===== config.mk =====
export PLATFORM = sky130hd
export DESIGN_NAME = data_mem
export DESIGN_NICKNAME = d
export VERILOG_FILES = /design/src/cpu_pkg.sv /design/src/data_mem.sv
export VERILOG_INCLUDE_DIRS = /design/src
export SDC_FILE = /design/constraint.sdc
export NUM_CORES = 2
export LEC_CHECK = 0
export BUFFER_PORTS_ARGS = -buffer_cell sky130_fd_sc_hd__buf_2
export CAP_MARGIN = 20
export CORE_MARGIN = 5
export CORE_UTILIZATION = 55
export DETAILED_ROUTE_END_ITERATION = 8
export PLACE_DENSITY = 0.71
export SYNTH_ARGS = -nofsm -noshare
export SYNTH_HDL_FRONTEND = slang
export SYNTH_SLANG_ARGS = --single-unit

===== constraint.sdc =====
create_clock -name clk -period 7.6 [get_ports clk]
set_input_delay 0.38 -clock clk [delete_from_list [all_inputs] [get_ports clk]]
set_output_delay 0.38 -clock clk [all_outputs]
set_load 0.03 [all_outputs]

===== src/cpu_cfg.svh =====
`ifndef CPU_CFG_SVH
`define CPU_CFG_SVH

`define CPU_ISA_WIDTH      32   // data and instruction word
`define CPU_REG_ADDR_WIDTH 5    // register index
`define CPU_REG_CNT        32   // general registers, r0 reads as zero
`define CPU_DMEM_DEPTH     64   // data memory words
`define CPU_SWITCH_CNT     16   // toggle switches on the board

`endif


===== src/cpu_pkg.sv =====
`include "cpu_cfg.svh"

package cpu_pkg;

    typedef logic [`CPU_ISA_WIDTH-1:0]      word_t;        // data or instruction word
    typedef logic [`CPU_REG_ADDR_WIDTH-1:0] reg_idx_t;     // general register index
    typedef logic [`CPU_SWITCH_CNT-1:0]     switch_map_t;  // raw switch levels

    // instruction opcode, bits 31 to 26
    typedef enum logic [5:0] {
        NOP  = 6'h00,
        ADD  = 6'h01,   // rd = rs + rt
        SUB  = 6'h02,   // rd = rs - rt
        AND  = 6'h03,
        OR   = 6'h04,
        ADDI = 6'h05,   // rd = rs + imm
        LW   = 6'h06,   // rd = mem[rs + imm]
        SW   = 6'h07,   // mem[rs + imm] = rd
        IN   = 6'h08    // rd = keypad or switches
    } opcode_e;

    typedef enum logic [1:0] {
        ALU_ADD = 2'b00,
        ALU_SUB = 2'b01,
        ALU_AND = 2'b10,
        ALU_OR  = 2'b11
    } alu_op_e;

    // bit 1 set means the ex and mem stages are frozen; 2'b01 is unused
    typedef enum logic [1:0] {
        HAZD_NORMAL = 2'b00,   // wb takes the mem stage
        HAZD_RETRY  = 2'b10,   // wb holds its contents
        HAZD_NO_OP  = 2'b11    // wb gets a bubble
    } hazd_ctl_e;

endpackage


===== src/data_mem.sv =====
`timescale 1ns/10ps
`include "cpu_cfg.svh"

module data_mem import cpu_pkg::*; (
    input  logic  clk,
    input  logic  rst_n,
    input  logic  mem_no_op,                 // from ex/mem
    input  logic  mem_mem_read_enable,
    input  logic  mem_mem_write_enable,
    input  logic  mem_input_op,              // IN, data comes from the user
    input  word_t mem_alu_result,            // word address
    input  word_t mem_store_data,
    output word_t mem_mem_read_data,         // to mem/wb
    output logic  input_enable,              // IN sits in the mem stage
    output logic  gated_no_op                // mem stage seen as no-op by wb
);

    localparam int ADDR_W = $clog2(`CPU_DMEM_DEPTH);

    word_t              mem [`CPU_DMEM_DEPTH];
    logic  [ADDR_W-1:0] addr;

    assign addr              = mem_alu_result[ADDR_W-1:0];   // low bits, wraps over depth
    assign mem_mem_read_data = mem[addr];                    // combinational read
    assign input_enable      = mem_input_op & ~mem_no_op;
    // IN stays a no-op until the hazard unit lets it through with ignore_no_op
    assign gated_no_op       = mem_no_op | mem_input_op;

    always_ff @(posedge clk) begin
        if (mem_mem_write_enable && !mem_no_op)
            mem[addr] <= mem_store_data;
    end

    a_no_read_write: assert property (@(posedge clk) disable iff (!rst_n)
        !mem_no_op |-> !(mem_mem_read_enable && mem_mem_write_enable));

endmodule


==> reports/qor.csv <==
metric,value,unit
routed_wl,213,mm
path_buf_inv,4,
syn_inst,4389,
power.share.combinational,0.055,
finalPower,23.0,mW
cp-start-kind,primary input,
p_seq_frac,0.541,
synth_top_area_frac,0.784,
period_share,0.660,
place_ws,2.57,ns
die_area,150000,sq um
clockPowerShare,0.403,
grt_pass1_wl,306,mm
yosys_warnings,0,
hold_viol,0,
vias_per_cell,6.86,
setup.worst_path.end_class,output pin,
area_growth,12.1,%
dp_hpwl,114,mm
yosys.area.top_type,edfxtp_1,
crit_chain,buf_8 -> buf_4 -> nand2b_2 -> buf_4 -> nor2_1 -> a21oi_1 -> a31oi_1 -> a2111oi_2 -> o211ai_1 -> buf_2,
drv_slew,0,
finalSetupViolCount,0,
synth_area,78400,sq um
clock_sinks,2048,
synth_ff_type,edfxtp_1,
dr_wl_met2,99.3,mm
numCtsBuffers,194,
grt_start_max_net_pins,143,
drive_above_1_share,0.161,
maxCapViolations,0,
power.switching,4.98,mW
reg_top3,mem (2048),
crit_required,7.22,ns
gp_congestion,0.798,
status,completed,
die_x,388,um
dr_wl_met3,25.0,mm
cp_slowest_stage_delay,0.79,ns
core_area,142000,sq um
crit_type,primary input to output pin,
drtPass1Iterations,6,
synth_edf_count,2048,
ys_types,54,
ctsLongestPathBuffers,3,
antenna_left,0,
final_nets,4564,
grt_overflow,0,
peakVddDrop,0.000200,V
synth-seq-cells,2048,
root_buffer,clkbuf_16,
largest-register,mem,
grt_pass1_vias,43644,
ys_seq_area_frac,0.784,
syn-num-nets,4459,
fin_util,0.621,
min_period,5.02,ns
htreeDepth,4,
postSynthAreaPerCell,17.9,sq um
async_reset_ff_frac,0,
timing.final.ws_setup,2.58,ns
rsz0062_at_grt,no,
synthTopCellsByArea,"edfxtp_1 78%, a22oi_1 3.0%, mux2i_1 2.1%",
top_layer_used,met5,
intPower,18.1,mW
leakagePower,27.3,nW
largest_reg_flops,2048,
crit_arrival,4.64,ns
vias,44895,
crit_fanout,56,
power_density,262,nW/um^2
cp_slowest_cell,a2111oi_2,
post_drt_wl_per_cell,32.6,um
drt_iter0_drc,6343,
io_buffers,75,
cts_tree,built,
m1WireLength,78.5,mm
holdWs,0.0334,ns
cp_common_cell,buf_4,
initial_core_util,0.554,
fin_setup_tns,0,ns
max_freq,199,MHz
worstMarginPinSlew,1.22,ns
drc,0,
antenna_found_initial,6,
p_sw_frac,0.216,
slew_headroom,0.182,
clk_pin_slew_worst_paths,0.06,ns
grt_usage,0.279,
path_delay_family,buffers and inverters,
num_io_pins,104,
hold_path.class,primary input to flop,
die_h,388,um
num_rows,138,
[repair_timing]
| item | CTS | global route |
|---|---|---|
| resized for setup | 0 | 0 |
| setup endpoints to repair | 0 | 0 |
| endpoints found under the hold margin | 16 | 118 |
| hold buffers | 1 | 12 |
| buffers inserted | 0 | 0 |
[Yosys cell counts (4+ instances only)]
master	instances
a2111oi_2	14
a211o_1	14
a211oi_1	20
a21oi_1	169
a221oi_1	148
a221oi_2	14
a222oi_1	28
a22o_1	87
a22oi_1	313
a2bb2oi_1	13
a31oi_1	141
a41oi_1	14
and2_1	7
and3_1	29
buf_1	34
buf_2	128
buf_4	19
buf_6	9
clkbuf_1	152
edfxtp_1	2048
mux2_2	85
mux2i_1	161
mux4_2	52
nand2_1	79
nand2b_1	33
nand3_1	46
nand4_1	16
nor2_1	129
nor2b_1	11
nor3_1	6
nor3b_1	70
nor4_1	28
nor4b_1	14
o211ai_1	31
o21a_1	14
o21ai_0	45
o221ai_1	7
o22a_1	29
o22ai_1	103
or2_2	4
or3_1	4
[area by class of cell]
class                   instances  area, sq um
clock buffers                 241         5160
diodes                          3         7.51
fillers                      9792        53700
repair buffers                251         2060
inverters                       1         3.75
flip-flops and latches       2048        61500
multi-input cells            1998        15900
clock inverters               112          897
well taps                    1890         2360
[stage by stage]
stage          area [sq um]  cells
2_1_floorplan         78400   4389
4_1_cts               87500   6514
5_1_grt               87900   6542
3_5_place_dp          81400   6160
3_3_place_gp          81400   6158
6_report              87900   6544
[worst paths after layout]
path                from                    end  slack (ns)  cells after the start
max    mem_alu_result[0]  mem_mem_read_data[10]        2.58                     10
min   mem_store_data[18]            mem[27][18]        0.03                      1
[placed cells by master (no fill, tap or decap), types with 52 or more instances in the layout]
cell type and count:
edfxtp_1 2048, buf_2 72, buf_4 139, nand2_1 77
a221oi_1 148, a22o_1 87, nor2_4 68, clkinv_1 63
a31oi_1 141, nor3b_1 70, o22ai_1 103, clkbuf_16 200
a22oi_1 313, mux2i_1 161, a21oi_1 169, nor2_1 64
mux4_2 52, mux2_2 85
[kinds of logic (layout without fill, tap and decap cells)]
family | Yosys count | after routing | share of synthesized area
flip-flops | 2048 | 2048 | 0.784
multiplexers | 301 | 301 | 0.0483
other | 0 | 3 | 0
buffers and inverters | 343 | 605 | 0.0202
AO/OA/AOI/OAI | 1214 | 1214 | 0.114
AND/OR/NAND/NOR | 483 | 483 | 0.0327
[layer usage]
layer | GRT usage | up-vias
li1 | - | 18545
met1 | 0.383 | 22852
met2 | 0.432 | 3016
met3 | 0.0656 | 480
met4 | 0.128 | 2
met5 | 0 | -
[power groups by stage]
stage | clock [mW] | combinational, mW | sequential [mW]
CTS | 9.38 | 1.23 | 12.5
floorplan | 0 | 0.671 | 12.7
global route | 9.89 | 1.33 | 12.5
global placement | 0 | 1.21 | 12.7
finish | 9.30 | 1.27 | 12.5
detailed placement | 0 | 1.23 | 12.7
Note: power is estimated with default switching activity, not from simulation.
