### src/cpu_cfg.svh
`ifndef CPU_CFG_SVH
`define CPU_CFG_SVH

`define CPU_ISA_WIDTH      32   // data and instruction word
`define CPU_REG_ADDR_WIDTH 5    // register index
`define CPU_REG_CNT        32   // general registers, r0 reads as zero
`define CPU_DMEM_DEPTH     64   // data memory words
`define CPU_SWITCH_CNT     16   // toggle switches on the board

`endif

### src/cpu_pkg.sv
`include "cpu_cfg.svh"

package cpu_pkg;

    typedef logic [`CPU_ISA_WIDTH-1:0]      word_t;        // data or instruction word
    typedef logic [`CPU_REG_ADDR_WIDTH-1:0] reg_idx_t;     // general register index
    typedef logic [`CPU_SWITCH_CNT-1:0]     switch_map_t;  // raw switch levels

    // instruction opcode, bits 31 to 26
    typedef enum logic [5:0] {
        NOP  = 6'h00,
        ADD  = 6'h01,   // rd = rs + rt
        SUB  = 6'h02,   // rd = rs - rt
        AND  = 6'h03,
        OR   = 6'h04,
        ADDI = 6'h05,   // rd = rs + imm
        LW   = 6'h06,   // rd = mem[rs + imm]
        SW   = 6'h07,   // mem[rs + imm] = rd
        IN   = 6'h08    // rd = keypad or switches
    } opcode_e;

    typedef enum logic [1:0] {
        ALU_ADD = 2'b00,
        ALU_SUB = 2'b01,
        ALU_AND = 2'b10,
        ALU_OR  = 2'b11
    } alu_op_e;

    // bit 1 set means the ex and mem stages are frozen; 2'b01 is unused
    typedef enum logic [1:0] {
        HAZD_NORMAL = 2'b00,   // wb takes the mem stage
        HAZD_RETRY  = 2'b10,   // wb holds its contents
        HAZD_NO_OP  = 2'b11    // wb gets a bubble
    } hazd_ctl_e;

endpackage

### src/general_reg.sv
`timescale 1ns/10ps
`include "cpu_cfg.svh"

module general_reg import cpu_pkg::*; (
    input  logic     clk,
    input  logic     rst_n,
    input  logic     wb_no_op,
    input  logic     wb_reg_write_enable,
    input  logic     wb_mem_read_enable,     // memory or input data, not ALU
    input  word_t    wb_alu_result,
    input  word_t    wb_mem_read_data,
    input  reg_idx_t wb_dest_reg_idx,
    input  reg_idx_t rs_idx,                 // read ports from decode
    input  reg_idx_t rt_idx,
    output word_t    rs_data,
    output word_t    rt_data,
    output word_t    wb_data,                // write port, also a top output
    output logic     wb_write
);

    word_t regs [`CPU_REG_CNT];

    assign wb_data  = wb_mem_read_enable ? wb_mem_read_data : wb_alu_result;
    assign wb_write = wb_reg_write_enable & ~wb_no_op & (wb_dest_reg_idx != '0);

    // reads pass the pending write through, decode latches before the edge
    assign rs_data = (rs_idx == '0) ? '0 :
                     (wb_write && wb_dest_reg_idx == rs_idx) ? wb_data : regs[rs_idx];
    assign rt_data = (rt_idx == '0) ? '0 :
                     (wb_write && wb_dest_reg_idx == rt_idx) ? wb_data : regs[rt_idx];

    always_ff @(posedge clk or negedge rst_n) begin
        if (!rst_n) begin
            for (int i = 0; i < `CPU_REG_CNT; i++)
                regs[i] <= '0;
        end else if (wb_write) begin
            regs[wb_dest_reg_idx] <= wb_data;
        end
    end

endmodule

### config.mk
export PLATFORM = sky130hd
export DESIGN_NAME = general_reg
export DESIGN_NICKNAME = d
export VERILOG_FILES = /design/src/cpu_pkg.sv /design/src/general_reg.sv
export VERILOG_INCLUDE_DIRS = /design/src
export SDC_FILE = /design/constraint.sdc
export NUM_CORES = 2
export LEC_CHECK = 0
export BUFFER_PORTS_ARGS = -buffer_cell sky130_fd_sc_hd__buf_2
export CAP_MARGIN = 20
export CORE_MARGIN = 1.5
export CORE_UTILIZATION = 35
export CTS_CLUSTER_DIAMETER = 100
export CTS_CLUSTER_SIZE = 14
export DETAILED_ROUTE_END_ITERATION = 10
export HOLD_SLACK_MARGIN = 0.1
export PLACE_DENSITY = 0.49
export SLEW_MARGIN = 20
export SYNTH_ARGS = -nofsm -noshare
export SYNTH_HDL_FRONTEND = slang
export SYNTH_SLANG_ARGS = --single-unit
### constraint.sdc
create_clock -name clk -period 2.7 [get_ports clk]
set_clock_uncertainty 0.15 [all_clocks]
set_input_delay 0.135 -clock clk [delete_from_list [all_inputs] [get_ports clk]]
set_output_delay 0.135 -clock clk [all_outputs]
set_load 0.005 [all_outputs]
==> impl_metrics.json <==
{
  "violations": "setup timing",
  "yosysTopAreaCell": "dfrtp_1",
  "leakage_nw": 27.58,
  "cts_root_buf": "clkbuf_16",
  "place.gp.congestion": 0.8810,
  "path_clk_slew_ns": 0.07,
  "cts-buffers-inserted": 83,
  "insertion_delay_ns": 0.69,
  "grtUsageTotal_pct": 28.99,
  "hp-start": "wb_mem_read_enable",
  "wl_um": 229100,
  "ios": 181,
  "power_switching_mw": 13.00,
  "vias": 44100,
  "synth.avg_cell_area_um2": 10.58,
  "finish.utilization_pct": 42.03,
  "worstPathMaxFanout": 3,
  "dpl_cell_area_um2": 59760,
  "start_util_pct": 35.36,
  "fin_nets": 5405,
  "ff2ff_path_depth": 3,
  "h-tree-depth": 3,
  "largest_reg_flops": 1024,
  "r2r-start": "regs[775]",
  "pwr-share-comb_pct": 24.2,
  "critical_path_class": "register to primary output",
  "die_area_um2": 156200,
  "holdPathEnd": "regs[839]",
  "min_path_type": "input pin to register",
  "hold_ws_ns": 0.1623,
  "internal_power_mw": 28.34,
  "diodes": 0,
  "maxCapViolCount": 0,
  "overflow": 0,
  "drtPass1Iterations": 6,
  "detail-route-antenna-nets": 0,
  "dr.first_iter.drc_count": 4790,
  "cts_tree": "done",
  "power.share.switching_pct": 31.44,
  "fmax_ghz": 0.3438,
  "cts_sinks": 1024,
  "drive_gt1_share_pct": 25.09,
  "p_seq_share_pct": 48.3,
  "fin_ws_ns": -0.2083,
  "synth_top_area_share_pct": 47.59,
  "clk_path_buf_depth": 3,
  "synth_nets": 5172,
  "fin_crit_sh_pct": 107.7,
  "core_um2": 152300,
  "peakVddDrop_uv": 458.1,
  "wire_per_inst_um": 31.15,
  "die_h_um": 395.2,
  "yosys_warnings": 0,
  "required_ns": 2.41,
  "layout_min_cycle_time_ns": 2.908,
  "num_rows": 143,
  "rr_endpoint": "regs[775]",
  "die_w_um": 395.2,
  "top_register": "regs",
  "syn_to_final_growth_pct": 18.84,
  "ys_ff_latch": 1024,
  "async_flop_share_pct": 100.0,
  "synth_cells": 5088,
  "grt_max_degree": 105,
  "fin_area_um2": 63990,
  "final_cell_mix": "dfrtp_1, a21oi_1, nor2_1",
  "io_buffer_count": 180,
  "post-dp-hpwl_um": 143400,
  "final_common_cell": "dfrtp_1",
  "synth-edff-count": 0,
  "synth_ff_type": "dfrtp_1",
  "worst_slew_pin_slew_ns": 1.296,
  "antenna_found_initial": 5,
  "cp-end-kind": "primary output",
  "finalMaxSlewViolations": 0,
  "synth_area_leaders": "dfrtp_1, mux4_2, a21oi_1, mux2i_1, o21ai_0",
  "grt_pass1_vias": 42670,
  "synth_cell_type_count": 70,
  "vias_per_cell": 5.996,
  "slew_headroom_pct": 13.28,
  "syn_area_um2": 53850,
  "grt_pass1_wl_um": 325200,
  "rsz0062_at_grt": "true",
  "place_ws_ns": -0.1679,
  "seq_area_frac_synth_pct": 47.59,
  "drc": 0,
  "setup_viol": 14,
  "hold_depth": 4,
  "reg2reg_slack_ns": 1.31,
  "status": "finished, violations left",
  "worstSetupStartpointType": "register",
  "clkPwrFrac_pct": 27.6,
  "hold_viol_final": 0,
  "worstPathArrival_ns": 2.62,
  "top_regs": "regs x1024",
  "cellPowerDensity_nw_per_um2": 646.1
}
## kinds of logic after synthesis
group | Yosys count | synth area share, %
buffers and inverters | 589 | 5.131
xor gates and xnor gates | 10 | 0.1626
AOI/OAI and AO/OA | 1506 | 15.92
DFF | 1024 | 47.59
and+or+nand+nor | 1267 | 9.648
muxes | 692 | 21.55
## area by class of cell
class,count,area [um2]
timing repair buffer,699,6550
clock inverter,4,41.29
clock buffer,84,2102
inverter,38,142.6
tap,2030,2540
sequential,1024,25620
multi-input combinational,3475,26990
fill,14510,88270
## through the flow
| stage | cells | total power [mW] | TNS [ns] |
|---|---|---|---|
| 5_1_grt | 7354 | 43.21 | -2.490 |
| 2_1_floorplan | 5088 | 25.66 | 0 |
| 3_3_place_gp | 7156 | 29.12 | -0.3866 |
| 3_5_place_dp | 7156 | 29.37 | -0.3612 |
| 4_1_cts | 7346 | 41.31 | -2.415 |
| 6_report | 7354 | 41.34 | -1.184 |
## how the worst max path moves through the flow
stage	from	end	slack, ns	cells past startpoint
floorplan	rt_idx[0]	rt_data[22]	0.61	8
global placement	rs_idx[1]	rs_data[21]	-0.15	10
detailed placement	rs_idx[1]	rs_data[21]	-0.17	10
CTS	regs[109]	rt_data[13]	-0.21	6
global route	regs[908]	rt_data[12]	-0.29	6
finish	regs[782]	rt_data[14]	-0.21	6
## worst max-delay path, cell delays in order, from the launching register on
cell and delay [ns]:
dfrtp_1 0.39, mux2i_1 0.09, a221o_1 0.36, a2bb2oi_2 0.16, o41ai_4 0.56, mux2_4 0.27, buf_6 0.09
## metal layers
metal / global-route usage (%) / share of wire, % / vias up
li1: - / - / 18890
met1: 42.20 / 44 / 22680
met2: 43.27 / 44 / 2151
met3: 5.499 / 8.8 / 377
met4: 9.684 / 3.5 / 0
met5: 0 / 0 / -
## cells in the mapped netlist, types with 7 or more instances
cell type,number
buf_4,33
o211ai_1,22
a22o_1,7
xor2_1,10
mux4_1,7
dfrtp_1,1024
clkbuf_1,398
buf_2,79
a221o_1,25
nor4_1,12
nand2b_1,25
a22oi_1,60
buf_6,29
nand2_1,465
mux2_2,8
nand3_1,32
mux2i_1,313
nor3_1,26
a221oi_1,58
a2bb2oi_1,19
nor2b_1,18
nand4_1,16
o21ai_0,485
o21a_1,18
o22ai_1,106
nor2_1,629
mux4_2,364
a21oi_1,649
a211oi_1,12
inv_1,37
## power groups by stage
stage / registers [mW] / clock network (mW) / logic [mW]
global placement: 20.1 / 0 / 9.05
global route: 20.2 / 12.1 / 10.9
finish: 20.0 / 11.4 / 9.99
detailed placement: 20.2 / 0 / 9.20
CTS: 19.9 / 11.6 / 9.80
floorplan: 19.5 / 0 / 6.18
## timing repair
item | CTS | global route
hold buffers | 72 | 1
resized for setup | 151 | 73
pin swaps | 83 | 63
setup endpoints to repair | 47 | 50
buffers inserted | 46 | 11
hold endpoints to repair | 2016 | 31
No activity file was read; power rests on OpenSTA's default activity.
