File: config.mk
export PLATFORM = sky130hd
export DESIGN_NAME = mem_wb_reg
export DESIGN_NICKNAME = d
export VERILOG_FILES = /design/src/cpu_pkg.sv /design/src/mem_wb_reg.sv
export VERILOG_INCLUDE_DIRS = /design/src
export SDC_FILE = /design/constraint.sdc
export NUM_CORES = 1
export LEC_CHECK = 0
export BUFFER_PORTS_ARGS = -buffer_cell sky130_fd_sc_hd__buf_2
export CORE_UTILIZATION = 45
export DETAILED_ROUTE_END_ITERATION = 10
export GPL_TIMING_DRIVEN = 0
export HOLD_SLACK_MARGIN = 0.12
export PLACE_DENSITY_LB_ADDON = 0.1
export REMOVE_ABC_BUFFERS = 1
export SLEW_MARGIN = 10
export SYNTH_ARGS = -nofsm -noshare
export SYNTH_HDL_FRONTEND = slang
export SYNTH_SLANG_ARGS = --single-unit
File: constraint.sdc
create_clock -name clk -period 1.3 [get_ports clk]
set_input_delay 0.195 -clock clk [delete_from_list [all_inputs] [get_ports clk]]
set_output_delay 0.195 -clock clk [all_outputs]
set_load 0.02 [all_outputs]
File: src/cpu_cfg.svh
`ifndef CPU_CFG_SVH
`define CPU_CFG_SVH

`define CPU_ISA_WIDTH      32   // data and instruction word
`define CPU_REG_ADDR_WIDTH 5    // register index
`define CPU_REG_CNT        32   // general registers, r0 reads as zero
`define CPU_DMEM_DEPTH     64   // data memory words
`define CPU_SWITCH_CNT     16   // toggle switches on the board

`endif

File: src/cpu_pkg.sv
`include "cpu_cfg.svh"

package cpu_pkg;

    typedef logic [`CPU_ISA_WIDTH-1:0]      word_t;        // data or instruction word
    typedef logic [`CPU_REG_ADDR_WIDTH-1:0] reg_idx_t;     // general register index
    typedef logic [`CPU_SWITCH_CNT-1:0]     switch_map_t;  // raw switch levels

    // instruction opcode, bits 31 to 26
    typedef enum logic [5:0] {
        NOP  = 6'h00,
        ADD  = 6'h01,   // rd = rs + rt
        SUB  = 6'h02,   // rd = rs - rt
        AND  = 6'h03,
        OR   = 6'h04,
        ADDI = 6'h05,   // rd = rs + imm
        LW   = 6'h06,   // rd = mem[rs + imm]
        SW   = 6'h07,   // mem[rs + imm] = rd
        IN   = 6'h08    // rd = keypad or switches
    } opcode_e;

    typedef enum logic [1:0] {
        ALU_ADD = 2'b00,
        ALU_SUB = 2'b01,
        ALU_AND = 2'b10,
        ALU_OR  = 2'b11
    } alu_op_e;

    // bit 1 set means the ex and mem stages are frozen; 2'b01 is unused
    typedef enum logic [1:0] {
        HAZD_NORMAL = 2'b00,   // wb takes the mem stage
        HAZD_RETRY  = 2'b10,   // wb holds its contents
        HAZD_NO_OP  = 2'b11    // wb gets a bubble
    } hazd_ctl_e;

endpackage

File: src/mem_wb_reg.sv
`timescale 1ns/10ps

module mem_wb_reg import cpu_pkg::*; (
    input  logic        clk,
    input  logic        rst_n,
    input  hazd_ctl_e   hazard_control,         // next action for the wb stage
    input  logic        ignore_no_op,           // let a completed IN through
    input  logic        mem_no_op,
    input  logic        mem_reg_write_enable,
    input  logic        mem_mem_read_enable,
    input  logic        input_enable,           // IN in the mem stage
    input  logic        input_complete,         // user has finished the entry
    input  logic        switch_enable,          // take the switches, not the keypad
    input  word_t       mem_alu_result,
    input  word_t       mem_mem_read_data,
    input  word_t       keypad_data,
    input  switch_map_t switch_map,
    input  reg_idx_t    mem_dest_reg_idx,
    output logic        wb_no_op,               // to general_reg
    output logic        wb_reg_write_enable,
    output logic        wb_mem_read_enable,     // selects read data for write back
    output word_t       wb_alu_result,          // also forwarded to execute
    output word_t       wb_mem_read_data,
    output reg_idx_t    wb_dest_reg_idx         // also forwarded to execute
);

    always_ff @(posedge clk or negedge rst_n) begin
        if (!rst_n) begin
            wb_no_op            <= 1'b1;
            wb_reg_write_enable <= 1'b0;
            wb_mem_read_enable  <= 1'b0;
        end else begin
            case (hazard_control)
                HAZD_NORMAL: begin
                    wb_no_op            <= mem_no_op & ~ignore_no_op;
                    wb_reg_write_enable <= mem_reg_write_enable;
                    wb_mem_read_enable  <= mem_mem_read_enable;
                end
                HAZD_RETRY: wb_no_op <= wb_no_op;   // whole stage stays put
                default:    wb_no_op <= 1'b1;       // bubble
            endcase
        end
    end

    always_ff @(posedge clk) begin
        if (hazard_control == HAZD_NORMAL) begin
            wb_alu_result   <= mem_alu_result;
            wb_dest_reg_idx <= mem_dest_reg_idx;
            if (input_enable && input_complete)
                wb_mem_read_data <= switch_enable ? word_t'(switch_map)   // zero extended
                                                  : keypad_data;
            else
                wb_mem_read_data <= mem_mem_read_data;
        end
    end

    a_legal_hazd: assert property (@(posedge clk) disable iff (!rst_n)
        hazard_control inside {HAZD_NORMAL, HAZD_NO_OP, HAZD_RETRY});

endmodule

==> impl_results.md <==
* Slowest cell delay on critical path at 0.54 ns
* Ranking of synthesized cells by area: edfxtp_1 68%, mux2i_1 5.3%, nand4b_1 4.6%
* Clock Skew at 0 ns
* WP data required at 1.11 ns
* CTS tree: done
* Global-route wire length before repair at 13,180 um
* Status: finished with violations
* Pins Over Slew Limit at 0
* Root buffer cell: clkbuf_8
* Sequential share of power at between 50 and 60%
* Post-Route WL at ~8600 um
* Final global-route overflow total at 0
* Most instantiated cells after synthesis: 69 x edfxtp_1, 17 x a21oi_1, 16 x inv_1, 16 x mux2i_1, 16 x nand4b_1
* Number of antenna violations at the first check in global routing at 0
* P_sw at 1.441 mW
* Worst-margin pin slew at 0.6931 ns
* Input/output buffers at 199
* Final worst setup slack at 0.06785 ns
* Violated checks: design-rule violations
* Synth warn at 0
* Post-synth top area share at between 60% and 70%
* Starting Density at 47.40%
* Row Count at 29
* Largest net degree at the start of global routing at 35
* Via count at ~2,500
* Synth Instances at 191
* Post-synth ARST share at 4.167%
* Tcrit/Tclk final at 94.78%
* Die Span Y at roughly 84 um
* # IOs at 200
* Clock Path Buffers at 2
* Setup Viol. Count Final at 0
* Max_slew headroom at 53.79%
* Top-count cell post-synth: edfxtp_1
* Hold Path Class: in -> reg
* Non-filler instance count after layout at 514
* Syn_area_per_cell at 15.94 um^2
* Fillers at 437
* Post-synthesis sequential area ratio at 70.57%
* Max Fanout on Critical Path at 2
* Primary FF master, synth: edfxtp_1
* Achievable frequency at 0.8116 GHz
* Distinct cells, synth at 21
* Gp weighted congestion at around 0.73
* CP Data Arrival Time at 1.04 ns
* # diodes at 0
* Register bit total from synthesis at 72
* GRT Total Usage at around a quarter
* Worst Setup Start Kind: register
* Worst-path clk slew at 0.08 ns
* Minimum clock period at 1.232 ns
* Final hold vios at 0
* Biggest area consumer among synthesized cells: edfxtp_1
* CTS sink cnt at slightly above 70
* Final net count at 560
* Critical path capture point type: output port
* DR WL/cell at ~17 um
* Avg Vias per Cell at 4.949
* Pwr dens at 1170 mW/mm^2
* Clk Latency, worst-skew pair at roughly 0.33 ns
* Critical Path Slowest Stage Cell: dfstp_2
* Setup TNS Final at 0 ns
* Vias in the first global route at 2,601
* Die footprint at 0.007098 mm^2
* Pint at 4.076 mW
* Final HPWL from detailed placement at 5161 um
* Remaining antenna violation count after routing at 0
* Pre-CTS setup slack at -0.4516 ns
* Sw Share at 26.12%
* H-tree Lvls at 3
* Worst Path Buf+Inv at 1
* Share of layout cells above drive strength 1 at 57.67%
* Finished Core Util at between 70 and 80%
* Post-Syn Area at 0.003044 mm^2
* CP delay by family, top: flip-flops
* DR pass1 iterations at 7
* Post-synth EDFFs at 69
* 1st-iter DRT viols at 98
* CP Cell Sequence: buf_2
* Worst Path Class, Setup: reg -> out
* Die width at 84.25 um
* Comb power frac at 18.1%
* Clock share of power at 31.5%
* RSZ-0062 raised after global routing: no
* Max-cap violation count at 0
* Core region area at around 0.0064 mm^2
* Drt drc at 27
* CTS buffer count at 9
* Leakage at 2.088 nW
* Worst IR Drop VDD at 0.5297 mV
* # placed instances at 453
* P&R area growth vs syn at 54.95%
* Total power at 5.517 mW
==> metrics by stage <==
step / hold slack, ns / cell area [um^2]
after floorplan: -0.1006 / 2928
after global placement: -0.008597 / 4020
after detailed placement: -0.005776 / 4075
after CTS: 0.1226 / 4707
after global routing: 0.1758 / 4717
final: 0.1655 / 4717
==> power by group through the flow <==
stage	sequential [mW]	clock (mW)	combinational [mW]
after detailed placement	2.83	0	0.879
final	2.78	1.74	0.998
after global placement	2.84	0	0.847
after floorplan	3.06	0	0.213
after global routing	2.79	1.85	1.07
after CTS	2.78	1.77	0.990
==> cells by family after synthesis <==
group,Yosys count,synth area share (%)
mux,18,6.001
simple gates,19,5.220
flops,72,70.57
buf+inv,32,5.795
compound gates,50,12.41
==> per-layer routing <==
layer	global-route usage, %	wire, um	vias to the layer above
li1	-	-	1201
met1	27.82	3134	1182
met2	43.29	4482	141
met3	6.391	699	20
met4	13.48	235	0
met5	0	0	-
==> worst paths after layout <==
check / startpoint / to / slack [ns] / depth (start not counted)
min in group asynchronous: rst_n / wb_mem_read_enable / 0.20 / 2
worst max register to register: wb_reg_write_enable / wb_reg_write_enable / 0.52 / 1
worst min register to register: wb_mem_read_enable / wb_mem_read_enable / 0.53 / 1
worst max-delay path: wb_no_op / wb_no_op / 0.07 / 1
worst min-delay path: mem_mem_read_data[11] / wb_mem_read_data[11] / 0.17 / 3
max in group asynchronous: rst_n / wb_no_op / 0.90 / 2
==> area by class of cell <==
cell class	instances	area (um^2)	share of cell area [%]
flip-flops and latches	72	2148	45.54
clock buffers	10	127.6	2.706
well taps	77	96.34	2.042
inverters	16	60.06	1.273
multi-input cells	89	742.0	15.73
repair buffers	244	1474	31.25
clock inverters	6	68.82	1.459
==> repair_timing <==
item	4_1_cts	5_1_grt
endpoints found under the setup margin	34	1
endpoints found under the hold margin	43	1
gates resized for setup	1	1
hold buffers	42	2
buffers inserted	0	0
pin swaps	2	1
cloned	2	0
==> registers in the layout, indices dropped and copies added (netlist names) <==
signal               flops
wb_mem_read_enable       1
wb_no_op                 1
wb_alu_result           32
wb_reg_write_enable      1
wb_mem_read_data        32
wb_dest_reg_idx          5
==> cells in the final DEF, fill, tap and decap left out, drive strengths merged <==
master	instances
buf	201
edfxtp	69
dlygate4sd3	43
a21oi	33
inv	17
o21ai	17
nand4b	16
mux2i	16
clkbuf	10
clkinv	4
and2	2
mux2	2
dfrtp	2
nor2	2
nand2b	1
bufinv	1
dfstp	1
(Power assumes the default switching activity.)
