$ cat src/cpu_cfg.svh
`ifndef CPU_CFG_SVH
`define CPU_CFG_SVH

`define CPU_ISA_WIDTH      32   // data and instruction word
`define CPU_REG_ADDR_WIDTH 5    // register index
`define CPU_REG_CNT        32   // general registers, r0 reads as zero
`define CPU_DMEM_DEPTH     64   // data memory words
`define CPU_SWITCH_CNT     16   // toggle switches on the board

`endif

$ cat src/cpu_pkg.sv
`include "cpu_cfg.svh"

package cpu_pkg;

    typedef logic [`CPU_ISA_WIDTH-1:0]      word_t;        // data or instruction word
    typedef logic [`CPU_REG_ADDR_WIDTH-1:0] reg_idx_t;     // general register index
    typedef logic [`CPU_SWITCH_CNT-1:0]     switch_map_t;  // raw switch levels

    // instruction opcode, bits 31 to 26
    typedef enum logic [5:0] {
        NOP  = 6'h00,
        ADD  = 6'h01,   // rd = rs + rt
        SUB  = 6'h02,   // rd = rs - rt
        AND  = 6'h03,
        OR   = 6'h04,
        ADDI = 6'h05,   // rd = rs + imm
        LW   = 6'h06,   // rd = mem[rs + imm]
        SW   = 6'h07,   // mem[rs + imm] = rd
        IN   = 6'h08    // rd = keypad or switches
    } opcode_e;

    typedef enum logic [1:0] {
        ALU_ADD = 2'b00,
        ALU_SUB = 2'b01,
        ALU_AND = 2'b10,
        ALU_OR  = 2'b11
    } alu_op_e;

    // bit 1 set means the ex and mem stages are frozen; 2'b01 is unused
    typedef enum logic [1:0] {
        HAZD_NORMAL = 2'b00,   // wb takes the mem stage
        HAZD_RETRY  = 2'b10,   // wb holds its contents
        HAZD_NO_OP  = 2'b11    // wb gets a bubble
    } hazd_ctl_e;

endpackage

$ cat src/hazard_unit.sv
`timescale 1ns/10ps

module hazard_unit import cpu_pkg::*; (
    input  logic      clk,
    input  logic      rst_n,
    input  logic      instr_valid,
    input  reg_idx_t  instr_rs_idx,          // decode read indices
    input  reg_idx_t  instr_rt_idx,
    input  reg_idx_t  ex_dest_reg_idx,
    input  logic      ex_mem_read_enable,    // load or IN in execute
    input  logic      ex_no_op,
    input  logic      input_enable,          // IN in the mem stage
    input  logic      input_complete,
    output logic      stall,                 // source holds, id/ex holds
    output logic      decode_bubble,         // no-op into id/ex
    output logic      ignore_no_op,          // completed IN passes to wb
    output hazd_ctl_e mem_hazard_control
);

    logic load_use, pending, retry, overlap_q;

    assign load_use = instr_valid & ex_mem_read_enable & ~ex_no_op & (ex_dest_reg_idx != '0)
                    & ((ex_dest_reg_idx == instr_rs_idx) | (ex_dest_reg_idx == instr_rt_idx));
    assign pending  = input_enable & ~input_complete;
    // an input wait that overlapped a load-use stall spends one retry cycle first
    assign retry    = input_enable & input_complete & overlap_q;

    assign stall         = load_use | input_enable;            // through the complete cycle
    assign decode_bubble = stall & ~pending & ~retry;          // ex/mem moves on, id/ex empties
    assign ignore_no_op  = input_enable & input_complete & ~overlap_q;

    always_comb begin
        if (pending)
            mem_hazard_control = HAZD_NO_OP;
        else if (retry)
            mem_hazard_control = HAZD_RETRY;
        else
            mem_hazard_control = HAZD_NORMAL;
    end

    always_ff @(posedge clk or negedge rst_n) begin
        if (!rst_n)
            overlap_q <= 1'b0;
        else if (pending && load_use)
            overlap_q <= 1'b1;
        else if (retry)
            overlap_q <= 1'b0;
    end

endmodule

$ cat config.mk
export PLATFORM = sky130hd
export DESIGN_NAME = hazard_unit
export DESIGN_NICKNAME = d
export VERILOG_FILES = /design/src/cpu_pkg.sv /design/src/hazard_unit.sv
export VERILOG_INCLUDE_DIRS = /design/src
export SDC_FILE = /design/constraint.sdc
export NUM_CORES = 1
export LEC_CHECK = 0
export ABC_AREA = 0
export BUFFER_PORTS_ARGS = -buffer_cell sky130_fd_sc_hd__buf_2
export CORE_AREA = 2 2 39 41
export DETAILED_ROUTE_END_ITERATION = 8
export DIE_AREA = 0 0 41 43
export HOLD_SLACK_MARGIN = 0.02
export PLACE_DENSITY_LB_ADDON = 0.3
export SETUP_SLACK_MARGIN = 0.1
export SLEW_MARGIN = 15
export SYNTH_ARGS = -nofsm -noshare
export SYNTH_HDL_FRONTEND = slang
export SYNTH_SLANG_ARGS = --single-unit
$ cat constraint.sdc
create_clock -name clk -period 1.94 [get_ports clk]
set_input_delay 0.388 -clock clk [delete_from_list [all_inputs] [get_ports clk]]
set_output_delay 0.388 -clock clk [all_outputs]
set_load 0.01 [all_outputs]
==> flow_results.xml <==
<?xml version="1.0" encoding="UTF-8"?>
<metrics>
  <group name="outcome">
    <metric name="status" unit="">finished, final reports clean</metric>
  </group>
  <group name="routing">
    <metric name="drt_wl_total" unit="µm">605</metric>
    <metric name="detail_route.first_pass.iterations" unit="">1</metric>
    <metric name="detailedRoute.firstIterationViolations" unit="">0</metric>
    <metric name="post_drt_via_cell_ratio" unit="">4.07</metric>
    <metric name="drt.antenna.violating_nets" unit="">0</metric>
    <metric name="routed_wire_length_per_instance" unit="µm">8.07</metric>
    <metric name="num_vias" unit="">305</metric>
    <metric name="drc" unit="">0</metric>
  </group>
  <group name="place">
    <metric name="globalplace.congestion" unit="">0.581</metric>
    <metric name="dp_slack" unit="ps">274</metric>
    <metric name="io_buffer_count" unit="">26</metric>
  </group>
  <group name="synthesis">
    <metric name="synthDominantAreaCellType" unit="">sky130_fd_sc_hd__xor2_1</metric>
    <metric name="yosysWarnings" unit="">0</metric>
    <metric name="synth.distinct_cells" unit="">15</metric>
    <metric name="asr_flop_ratio_synth" unit="%">100</metric>
    <metric name="synth_edf_count" unit="">0</metric>
    <metric name="synth_seq_cells" unit="">1</metric>
    <metric name="post_synth_inst_count" unit="">34</metric>
    <metric name="synthesis.area_per_instance" unit="µm²">7.32</metric>
    <metric name="synth_top_cells_by_area" unit="">sky130_fd_sc_hd__xor2_1, sky130_fd_sc_hd__dfrtp_1, sky130_fd_sc_hd__nor3_2</metric>
    <metric name="synth_sequential_area_ratio" unit="%">10.1</metric>
    <metric name="syn_nets" unit="">56</metric>
    <metric name="synth_top_area_share" unit="%">35.2</metric>
    <metric name="post_synthesis_instance_area" unit="µm²">249</metric>
    <metric name="synth-main-ff-cell" unit="">sky130_fd_sc_hd__dfrtp_1</metric>
  </group>
  <group name="worst_setup_path">
    <metric name="path_max_fanout" unit="">3</metric>
    <metric name="required" unit="ps">1550</metric>
    <metric name="worst_setup_path_start_kind" unit="">input port</metric>
    <metric name="worstSetupEndpointType" unit="">output pin</metric>
    <metric name="classification_of_the_worst_setup_path" unit="">in -&gt; out</metric>
    <metric name="worst-r2r-setup-slack" unit="ps">1350</metric>
    <metric name="worstPathArrival" unit="ps">1270</metric>
  </group>
  <group name="timing">
    <metric name="min_period_over_period" unit="%">85.2</metric>
    <metric name="setup_slack" unit="ps">287</metric>
    <metric name="clock-skew-final" unit="ps">0</metric>
    <metric name="max_freq" unit="GHz">0.605</metric>
    <metric name="rsz0062_at_grt" unit="">no</metric>
    <metric name="drv_slew" unit="">0</metric>
    <metric name="max_slew_margin" unit="%">81.7</metric>
    <metric name="final_period_minus_worst_setup_slack" unit="ps">1650</metric>
    <metric name="fin_worst_hold_slack" unit="ps">164</metric>
    <metric name="least_margin_pin_slew" unit="ps">272</metric>
    <metric name="timing.final.setup_violations" unit="">0</metric>
    <metric name="final.setup.tns" unit="ps">0</metric>
    <metric name="final_hold_viol_count" unit="">0</metric>
  </group>
  <group name="final_layout">
    <metric name="largest_registers" unit="">overlap_q x1</metric>
    <metric name="layout-drive-gt1-share" unit="%">50.8</metric>
    <metric name="area_delta_synth_final" unit="%">57.3</metric>
    <metric name="number_of_inserted_diodes" unit="">0</metric>
    <metric name="fin_nets" unit="">83</metric>
    <metric name="number_of_flip_flops_under_the_largest_register_name" unit="">1</metric>
    <metric name="largest-register" unit="">overlap_q</metric>
  </group>
  <group name="power">
    <metric name="power_frac_comb" unit="%">77.0</metric>
    <metric name="power_leakage" unit="nW">0.205</metric>
    <metric name="clk_network_pwr_share" unit="%">0</metric>
    <metric name="net_switching_share_of_the_total_power" unit="%">38.4</metric>
    <metric name="ir_worst_vdd" unit="µV">109</metric>
    <metric name="power.density" unit="nW/µm²">240</metric>
    <metric name="intPower" unit="W">0.0000579</metric>
    <metric name="pwr-share-seq" unit="%">23.0</metric>
    <metric name="net-switching-power" unit="W">0.0000361</metric>
  </group>
  <group name="global_routing">
    <metric name="gr-usage-all-layers" unit="%">7.41</metric>
    <metric name="grt-ovfl-total" unit="">0</metric>
    <metric name="antenna_found_initial" unit="">0</metric>
    <metric name="first_global_vias" unit="">289</metric>
    <metric name="grt_start_max_net_pins" unit="">6</metric>
    <metric name="grt_first_pass_wirelength" unit="µm">993</metric>
  </group>
  <group name="clock_network">
    <metric name="cts.clk_slew.worst_paths" unit="ps">0</metric>
    <metric name="cts.repair_timing.setup_buffer_count" unit="">0</metric>
    <metric name="post_cts_resize_count" unit="">0</metric>
    <metric name="cts_hold_repair.buffers" unit="">0</metric>
    <metric name="insertion_delay" unit="ps">0</metric>
  </group>
  <group name="floorplan">
    <metric name="dieHeight" unit="µm">43</metric>
    <metric name="start_util" unit="%">18.0</metric>
    <metric name="top_level_ports" unit="">27</metric>
    <metric name="design.core.area" unit="µm²">1380</metric>
    <metric name="dieArea" unit="µm²">1760</metric>
    <metric name="floorplan.die.width" unit="µm">41</metric>
    <metric name="num_rows" unit="">14</metric>
  </group>
  <group name="run">
    <metric name="drv.max_cap_violation_count" unit="">0</metric>
  </group>
  <group name="hold_path">
    <metric name="hold_class" unit="">in -&gt; async</metric>
  </group>
</metrics>
routing by layer:
layer  track usage (%)  share of wire [%]  vias up
met5                 0                  0        -
met4                 0                  0        0
met3                 0                 11        0
met2              14.7                 50       16
met1              8.60                 39      130
li1                  -                  -      159
power by group through the flow:
stage               Clock (W)  Combinational (W)  Sequential (W)
finish                      0          0.0000724       0.0000216
global route                0          0.0000812       0.0000216
CTS                         0          0.0000743       0.0000216
detailed placement          0          0.0000738       0.0000216
global placement            0          0.0000736       0.0000216
floorplan                   0          0.0000373       0.0000216
layout by cell type (no fill, tap or decap), drive strengths merged:
| cell | n |
|---|---|
| nor2 | 3 |
| nor2b | 1 |
| xor2 | 10 |
| a211oi | 1 |
| o21ai | 2 |
| buf | 26 |
| a22oi | 1 |
| and2 | 1 |
| dfrtp | 1 |
| nor3 | 3 |
| inv | 3 |
| nand2 | 5 |
| o21bai | 2 |
kinds of logic after synthesis:
logic type / synth area share, %
AO/OA/AOI/OAI: 20.1
XOR/XNOR: 35.2
buffers and inverters: 7.54
flip-flops: 10.0
AND/OR/NAND/NOR: 27.1
final timing paths:
| check | to | from | depth (start not counted) |
|---|---|---|---|
| max | decode_bubble | ex_dest_reg_idx[2] | 6 |
| min | overlap_q$_DFFE_PN0P_ | rst_n | 1 |
| max reg2reg | overlap_q$_DFFE_PN0P_ | overlap_q$_DFFE_PN0P_ | 2 |
| min reg2reg | overlap_q$_DFFE_PN0P_ | overlap_q$_DFFE_PN0P_ | 2 |
| max in group asynchronous | overlap_q$_DFFE_PN0P_ | rst_n | 1 |
| min in group clk | overlap_q$_DFFE_PN0P_ | overlap_q$_DFFE_PN0P_ | 2 |
worst max-delay path, stage by stage:
cell,delay [ps]
sky130_fd_sc_hd__buf_2,120
sky130_fd_sc_hd__xor2_1,160
sky130_fd_sc_hd__nor3_2,180
sky130_fd_sc_hd__a22oi_2,110
sky130_fd_sc_hd__o21bai_1,150
sky130_fd_sc_hd__buf_2,150
per-stage QoR:
| step | cells | util (%) | power [W] | instance area, µm² |
|---|---|---|---|---|
| after floorplan | 34 | - | 0.0000589 | 249 |
| after global placement | 75 | 28.3 | 0.0000952 | 392 |
| after detailed placement | 75 | 28.3 | 0.0000954 | 392 |
| after CTS | 75 | 28.3 | 0.0000959 | 392 |
| after global routing | 75 | 28.3 | 0.000103 | 392 |
| final | 75 | 28.3 | 0.0000940 | 392 |
Yosys cell counts, types with 2 or more instances:
cell / instances
sky130_fd_sc_hd__inv_1: 3
sky130_fd_sc_hd__nand2_1: 5
sky130_fd_sc_hd__nor3_2: 2
sky130_fd_sc_hd__nor2_1: 3
sky130_fd_sc_hd__xor2_1: 10
sky130_fd_sc_hd__o21bai_1: 2
area by class of cell:
cell class	instances	area (µm²)
inverter	3	11.3
timing repair buffer	26	130
sequential	1	25.0
tap	16	20.0
multi-input combinational	29	205
fill	164	992
Power figures use the tool's default switching activity.
