==> src/cpu_cfg.svh <==
`ifndef CPU_CFG_SVH
`define CPU_CFG_SVH

`define CPU_ISA_WIDTH      32   // data and instruction word
`define CPU_REG_ADDR_WIDTH 5    // register index
`define CPU_REG_CNT        32   // general registers, r0 reads as zero
`define CPU_DMEM_DEPTH     64   // data memory words
`define CPU_SWITCH_CNT     16   // toggle switches on the board

`endif

==> src/cpu_pkg.sv <==
`include "cpu_cfg.svh"

package cpu_pkg;

    typedef logic [`CPU_ISA_WIDTH-1:0]      word_t;        // data or instruction word
    typedef logic [`CPU_REG_ADDR_WIDTH-1:0] reg_idx_t;     // general register index
    typedef logic [`CPU_SWITCH_CNT-1:0]     switch_map_t;  // raw switch levels

    // instruction opcode, bits 31 to 26
    typedef enum logic [5:0] {
        NOP  = 6'h00,
        ADD  = 6'h01,   // rd = rs + rt
        SUB  = 6'h02,   // rd = rs - rt
        AND  = 6'h03,
        OR   = 6'h04,
        ADDI = 6'h05,   // rd = rs + imm
        LW   = 6'h06,   // rd = mem[rs + imm]
        SW   = 6'h07,   // mem[rs + imm] = rd
        IN   = 6'h08    // rd = keypad or switches
    } opcode_e;

    typedef enum logic [1:0] {
        ALU_ADD = 2'b00,
        ALU_SUB = 2'b01,
        ALU_AND = 2'b10,
        ALU_OR  = 2'b11
    } alu_op_e;

    // bit 1 set means the ex and mem stages are frozen; 2'b01 is unused
    typedef enum logic [1:0] {
        HAZD_NORMAL = 2'b00,   // wb takes the mem stage
        HAZD_RETRY  = 2'b10,   // wb holds its contents
        HAZD_NO_OP  = 2'b11    // wb gets a bubble
    } hazd_ctl_e;

endpackage

==> src/execute_stage.sv <==
`timescale 1ns/10ps

module execute_stage import cpu_pkg::*; (
    input  logic     clk,
    input  logic     rst_n,
    input  logic     hold,                   // ex/mem frozen during input wait
    input  logic     ex_no_op,
    input  logic     ex_reg_write_enable,
    input  logic     ex_mem_read_enable,
    input  logic     ex_mem_write_enable,
    input  logic     ex_input_op,
    input  logic     ex_use_imm,
    input  alu_op_e  ex_alu_op,
    input  reg_idx_t ex_rs_idx,
    input  reg_idx_t ex_rt_idx,
    input  reg_idx_t ex_dest_reg_idx,
    input  word_t    ex_rs_data,
    input  word_t    ex_rt_data,
    input  word_t    ex_imm,
    input  word_t    wb_alu_result,          // from mem/wb
    input  word_t    wb_data,                // write-back value that covers loads too
    input  reg_idx_t wb_dest_reg_idx,
    input  logic     wb_write,
    output logic     mem_no_op,
    output logic     mem_reg_write_enable,
    output logic     mem_mem_read_enable,
    output logic     mem_mem_write_enable,
    output logic     mem_input_op,
    output word_t    mem_alu_result,
    output word_t    mem_store_data,
    output reg_idx_t mem_dest_reg_idx
);

    logic  mem_fwd_ok, fwd_a_mem, fwd_a_wb, fwd_b_mem, fwd_b_wb, held_q;
    word_t opa_fwd, opb_fwd, opa_q, opb_q, opa, opb, alu_b, alu_y;

    // ex/mem forwards only ALU results and loads wait one cycle for mem/wb
    assign mem_fwd_ok = ~mem_no_op & mem_reg_write_enable & ~mem_mem_read_enable
                      & (mem_dest_reg_idx != '0);
    assign fwd_a_mem  = mem_fwd_ok & (mem_dest_reg_idx == ex_rs_idx);
    assign fwd_b_mem  = mem_fwd_ok & (mem_dest_reg_idx == ex_rt_idx);
    assign fwd_a_wb   = wb_write & (wb_dest_reg_idx == ex_rs_idx);
    assign fwd_b_wb   = wb_write & (wb_dest_reg_idx == ex_rt_idx);

    assign opa_fwd = fwd_a_mem ? mem_alu_result : (fwd_a_wb ? wb_data : ex_rs_data);
    assign opb_fwd = fwd_b_mem ? mem_alu_result : (fwd_b_wb ? wb_data : ex_rt_data);

    // a held instruction keeps the operands it saw first while wb drains
    assign opa   = held_q ? opa_q : opa_fwd;
    assign opb   = held_q ? opb_q : opb_fwd;
    assign alu_b = ex_use_imm ? ex_imm : opb;

    always_comb begin
        case (ex_alu_op)
            ALU_SUB: alu_y = opa - alu_b;
            ALU_AND: alu_y = opa & alu_b;
            ALU_OR:  alu_y = opa | alu_b;
            default: alu_y = opa + alu_b;        // wraps at 32 bits
        endcase
    end

    always_ff @(posedge clk or negedge rst_n) begin
        if (!rst_n) begin
            held_q               <= 1'b0;
            mem_no_op            <= 1'b1;
            mem_reg_write_enable <= 1'b0;
            mem_mem_read_enable  <= 1'b0;
            mem_mem_write_enable <= 1'b0;
            mem_input_op         <= 1'b0;
        end else begin
            held_q <= hold;
            if (!hold) begin
                mem_no_op            <= ex_no_op;
                mem_reg_write_enable <= ex_reg_write_enable;
                mem_mem_read_enable  <= ex_mem_read_enable;
                mem_mem_write_enable <= ex_mem_write_enable;
                mem_input_op         <= ex_input_op;
            end
        end
    end

    always_ff @(posedge clk) begin
        opa_q <= opa;
        opb_q <= opb;
        if (!hold) begin
            mem_alu_result   <= alu_y;
            mem_store_data   <= opb;             // forwarded store data
            mem_dest_reg_idx <= ex_dest_reg_idx;
        end
    end

    // an r0 operand is zero whatever ex/mem and mem/wb hold
    a_fwd_rs_not_r0: assert property (@(posedge clk) disable iff (!rst_n)
        (ex_rs_idx == '0) |-> (opa_fwd == '0));
    a_fwd_rt_not_r0: assert property (@(posedge clk) disable iff (!rst_n)
        (ex_rt_idx == '0) |-> (opb_fwd == '0));
    // a valid ex/mem result that is not held reaches mem/wb on the next edge
    a_mem_to_wb: assert property (@(posedge clk) disable iff (!rst_n)
        (!hold && !mem_no_op) |=> wb_alu_result == $past(mem_alu_result));

endmodule

==> config.mk <==
export PLATFORM = sky130hd
export DESIGN_NAME = execute_stage
export DESIGN_NICKNAME = d
export VERILOG_FILES = /design/src/cpu_pkg.sv /design/src/execute_stage.sv
export VERILOG_INCLUDE_DIRS = /design/src
export SDC_FILE = /design/constraint.sdc
export NUM_CORES = 1
export LEC_CHECK = 0
export BUFFER_PORTS_ARGS = -buffer_cell sky130_fd_sc_hd__buf_4
export CAP_MARGIN = 20
export CORE_MARGIN = 2
export CORE_UTILIZATION = 40
export CTS_CLUSTER_SIZE = 16
export DETAILED_ROUTE_END_ITERATION = 10
export PLACE_DENSITY = 0.66
export SYNTH_ARGS = -nofsm -noshare
export SYNTH_HDL_FRONTEND = slang
export SYNTH_SLANG_ARGS = --single-unit
==> constraint.sdc <==
create_clock -name clk -period 12.02 [get_ports clk]
set_clock_uncertainty 0.1 [all_clocks]
set_input_delay 1.202 -clock clk [delete_from_list [all_inputs] [get_ports clk]]
set_output_delay 1.202 -clock clk [all_outputs]
set_load 0.05 [all_outputs]
==> impl_metrics.csv <==
group,metric,value,unit
layout,multiInputGateArea,5520,sq um
detailed_routing,routedWlPerCell,20.8,um
detailed_routing,routed_wl,33.8,mm
logic_synthesis,syn_area,9440,sq um
detailed_routing,wl_met1,15.2,mm
pwr,ir_worst_vdd,99.0,uV
logic_synthesis,syn_nets,1327,
timing,rsz0062_at_grt,"false",
logic_synthesis,synth_mux_area_share,4.02,%
detailed_routing,wl_met3,3.04,mm
logic_synthesis,yosysTopAreaCell,"edfxtp_1",
setup_path,path_class,"reg -> reg",
pwr,p_sw,0.000646,W
pwr,power.internal,0.00112,W
timing,hold_viol_final,0,
setup_path,cp_slowest_stage_delay,0.75,ns
worst_hold_path,worstHoldPathType,"reg -> reg",
clocking,cts_max_path_buffers,2,
detailed_routing,drcViolationCount,0,
placed_design,gp_congestion,0.943,
layout,drive_gt1_share,22.9,%
floorplanning,dieArea,24800,sq um
floorplanning,io_pins,266,
clocking,cts_max_level,4,
placed_design,postPlaceCellArea,11400,sq um
setup_path,worstSetupEndpointType,"flop",
logic_synthesis,avgSynthCellArea,8.58,sq um
detailed_routing,via_count,9269,
worst_hold_path,hold_depth,2,
logic_synthesis,synth_fa_ha_area_share,7.58,%
floorplanning,start_util,40.4,%
clocking,cts.repair.resized,0,
detailed_routing,met2_wirelength,14.8,mm
detailed_routing,viasPerCell,5.69,
pwr,p_comb_share,33.8,%
logic_synthesis,ys_top_cells_by_area,"edfxtp_1 22%, dfxtp_1 14%, nand2_1 5.4%",
setup_path,crit_start,"mem_dest_reg_idx[1]$_DFFE_PN_",
setup_path,rr_endpoint,"mem_alu_result[31]$_DFFE_PN_",
setup_path,cp-start-kind,"flop",
outcome,status,"completed",
logic_synthesis,synth_ff_type,"edfxtp_1",
layout,final_util,51.6,%
detailed_routing,dr.pass1.iters,5,
logic_synthesis,ys_warn_count,0,
layout,area_growth,27.5,%
layout,most-common-layout-cells,"243 x buf_4, 137 x nand2_1, 95 x o21ai_0",
placed_design,pre_cts_ws,3.99,ns
clocking,clock_latency,0.44,ns
placed_design,port_buffers,233,
setup_path,required,12.10,ns
timing,relSlewSlack,33.6,%
global_route,overflow,0,
floorplanning,design.core.area,23300,sq um
setup_path,cp_cell_sequence,"or4_4 -> o21ai_2 -> or3_1 -> a31oi_1 -> a21oi_1 -> ha_1 -> nand2_1 -> or3_4 -> o41ai_1 -> xnor2_1 -> ha_1 -> a21o_1 -> a221oi_1 -> nand2b_1 -> a21oi_1 -> o31ai_1 -> o31ai_1 -> o41ai_1 -> o211a_1 -> a32oi_1 -> o21ai_0 -> nor2_1",
setup_path,cp_max_fo,18,
worst_hold_path,hold_start,"opb_q[21]$_DFF_P_",
setup_path,arrival,8.05,ns
global_route,grt_pass1_wl,50.5,mm
pwr,sequentialPowerShare,34.6,%
timing,drv_slew,0,
global_route,antenna_found_initial,1,
logic_synthesis,synth_top_family_by_area,"compound AO/OA/AOI/OAI gates",
layout,finalInstanceArea,12000,sq um
pwr,power.share.switching,36.6,%
setup_path,crit_slowest_cell,"o31ai_1",
pwr,p_leak,5.11,nW
setup_path,rr_worst_depth,22,
timing,tightest_slew,0.996,ns
floorplanning,die_w,158,um
detailed_routing,top_layer,"met4",
detailed_routing,ant_nets,0,
global_route,track_usage,27.0,%
setup_path,critPathTopFamily,"compound AO/OA/AOI/OAI gates",
logic_synthesis,synth_top_area_share,22.0,%
logic_synthesis,synth-seq-cells,139,
global_route,grt_pass1_vias,8517,
floorplanning,core.rowCount,56,
layout,final_nets,1523,
logic_synthesis,synthDistinctLibCells,68,
pwr,powerDensity,147,nW/um^2
logic_synthesis,yosys.area_share.simple,16.2,%
timing,fin_crit_sh,66.3,%
logic_synthesis,async_flop_share,4.32,%
logic_synthesis,seq_area_frac_synth,37.1,%
timing,timing.hold.ws,0.369,ns
logic_synthesis,syn_inst,1100,
global_route,grt_max_degree,70,
logic_synthesis,synth_edf_count,69,
pwr,p_clk_share,31.6,%
run,max-cap-violations,0,
logic_synthesis,synthXorXnorAreaFrac,6.68,%
clocking,ctsHoldBuffers,0,
logic_synthesis,synth-compound-area-share,23.9,%
layout,fill_cells,2195,
detailed_routing,drt_iter0_markers,970,
setup_path,r2r_setup_slack,4.05,ns
clocking,clock-sinks,139,
timing,worst_slack,4.05,ns
clocking,clk_pin_slew_worst_paths,0.06,ns
setup_path,reg2reg_from,"mem_dest_reg_idx[1]$_DFFE_PN_",
layout,final_common_cell,"buf_4",
clocking,cts-root-buf,"clkbuf_16",
setup_path,crit_buf_inv,0,
timing,tns,0,ns
clocking,cts_buffers,17,
timing,fmax,0.126,GHz
worst_hold_path,whs_endpoint,"opb_q[21]$_DFF_P_",
layout,seqCellArea,3510,sq um
timing,finalCriticalPeriod,7.97,ns
timing,setup_violations,0,
floorplanning,die_h,158,um
clocking,cts_setup_buffers,0,
placed_design,dp_hpwl,26.0,mm
clocking,cts_tree,"yes",
==> synthesized netlist by cell type, types with 7 or more instances <==
cell type / instances
nand2_1: 137
o21ai_0: 95
nor2_1: 85
edfxtp_1: 69
dfxtp_1: 64
clkbuf_1: 58
xnor2_1: 53
a21oi_1: 50
inv_1: 43
a211oi_1: 41
ha_1: 34
a21o_1: 32
mux2i_1: 30
maj3_1: 27
o31ai_1: 26
a31oi_1: 23
nand3_1: 23
xor2_1: 19
and3_1: 18
a22oi_1: 15
nor4_1: 13
nor3_1: 12
o21a_1: 10
o31a_1: 9
nor2b_1: 8
mux2_2: 7
nand2b_1: 7
nand4_1: 7
==> metal layers <==
metal	vias up	global-route usage, %
li1	4418	-
met1	4339	39.0
met2	463	40.3
met3	49	5.78
met4	0	8.44
met5	-	0
==> layout make-up <==
cell class	instances	share of cell area (%)
Antenna cell	1	0.0208
Sequential cell	139	29.2
Timing Repair Buffer	243	15.2
Inverter	44	1.37
Tap cell	319	3.32
Multi-Input combinational cell	851	45.9
Clock buffer	17	3.54
Clock inverter	15	1.57
==> worst register-to-register path, cell delays in order (launching register included) <==
cell      delay, ns
edfxtp_1       0.49
or4_4          0.59
o21ai_2        0.49
or3_1          0.65
a31oi_1        0.24
a21oi_1        0.47
ha_1           0.25
nand2_1        0.09
or3_4          0.45
o41ai_1        0.43
xnor2_1        0.17
ha_1           0.30
a21o_1         0.20
a221oi_1       0.41
nand2b_1       0.17
a21oi_1        0.08
o31ai_1        0.75
o31ai_1        0.20
o41ai_1        0.59
o211a_1        0.30
a32oi_1        0.11
o21ai_0        0.11
nor2_1         0.07
==> how the worst max path moves through the flow <==
stage                                              end  cells after the start  slack [ns]
after detailed placement  mem_alu_result[31]$_DFFE_PN_                     23        3.99
final                     mem_alu_result[31]$_DFFE_PN_                     22        4.05
after floorplan           mem_alu_result[31]$_DFFE_PN_                     25        5.69
after CTS                 mem_alu_result[31]$_DFFE_PN_                     22        4.26
after global placement    mem_alu_result[31]$_DFFE_PN_                     23        4.03
after global routing      mem_alu_result[31]$_DFFE_PN_                     22        3.63
==> power groups by stage <==
stage	Combinational, W	Clock (W)	Sequential (W)
detailed placement	0.000587	0	0.000618
floorplan	0.000305	0	0.000705
global placement	0.000580	0	0.000618
global route	0.000645	0.000578	0.000615
CTS	0.000590	0.000562	0.000609
finish	0.000596	0.000558	0.000611
==> cell families (layout without fill, tap and decap cells) <==
group,after synthesis,in the layout
AOI/OAI and AO/OA,345,345
and+or+nand+nor,335,335
xor gates and xnor gates,72,72
buffers and inverters,110,319
muxes,37,37
adders and majority gates,62,62
other,0,1
DFF,139,139
==> state kept, by name (all words and copies together) (netlist names) <==
name	cells
mem_alu_result	32
mem_store_data	32
mem_mem_write_enable	1
mem_no_op	1
mem_reg_write_enable	1
mem_mem_read_enable	1
mem_dest_reg_idx	5
held_q	1
opa_q	32
opb_q	32
mem_input_op	1
==> per-stage QoR <==
stage	power (W)	instances
final	0.00177	1629
after global routing	0.00184	1629
after CTS	0.00176	1628
after detailed placement	0.00121	1596
after global placement	0.00120	1596
after floorplan	0.00101	1100
Note: power is estimated with default switching activity, not from simulation.
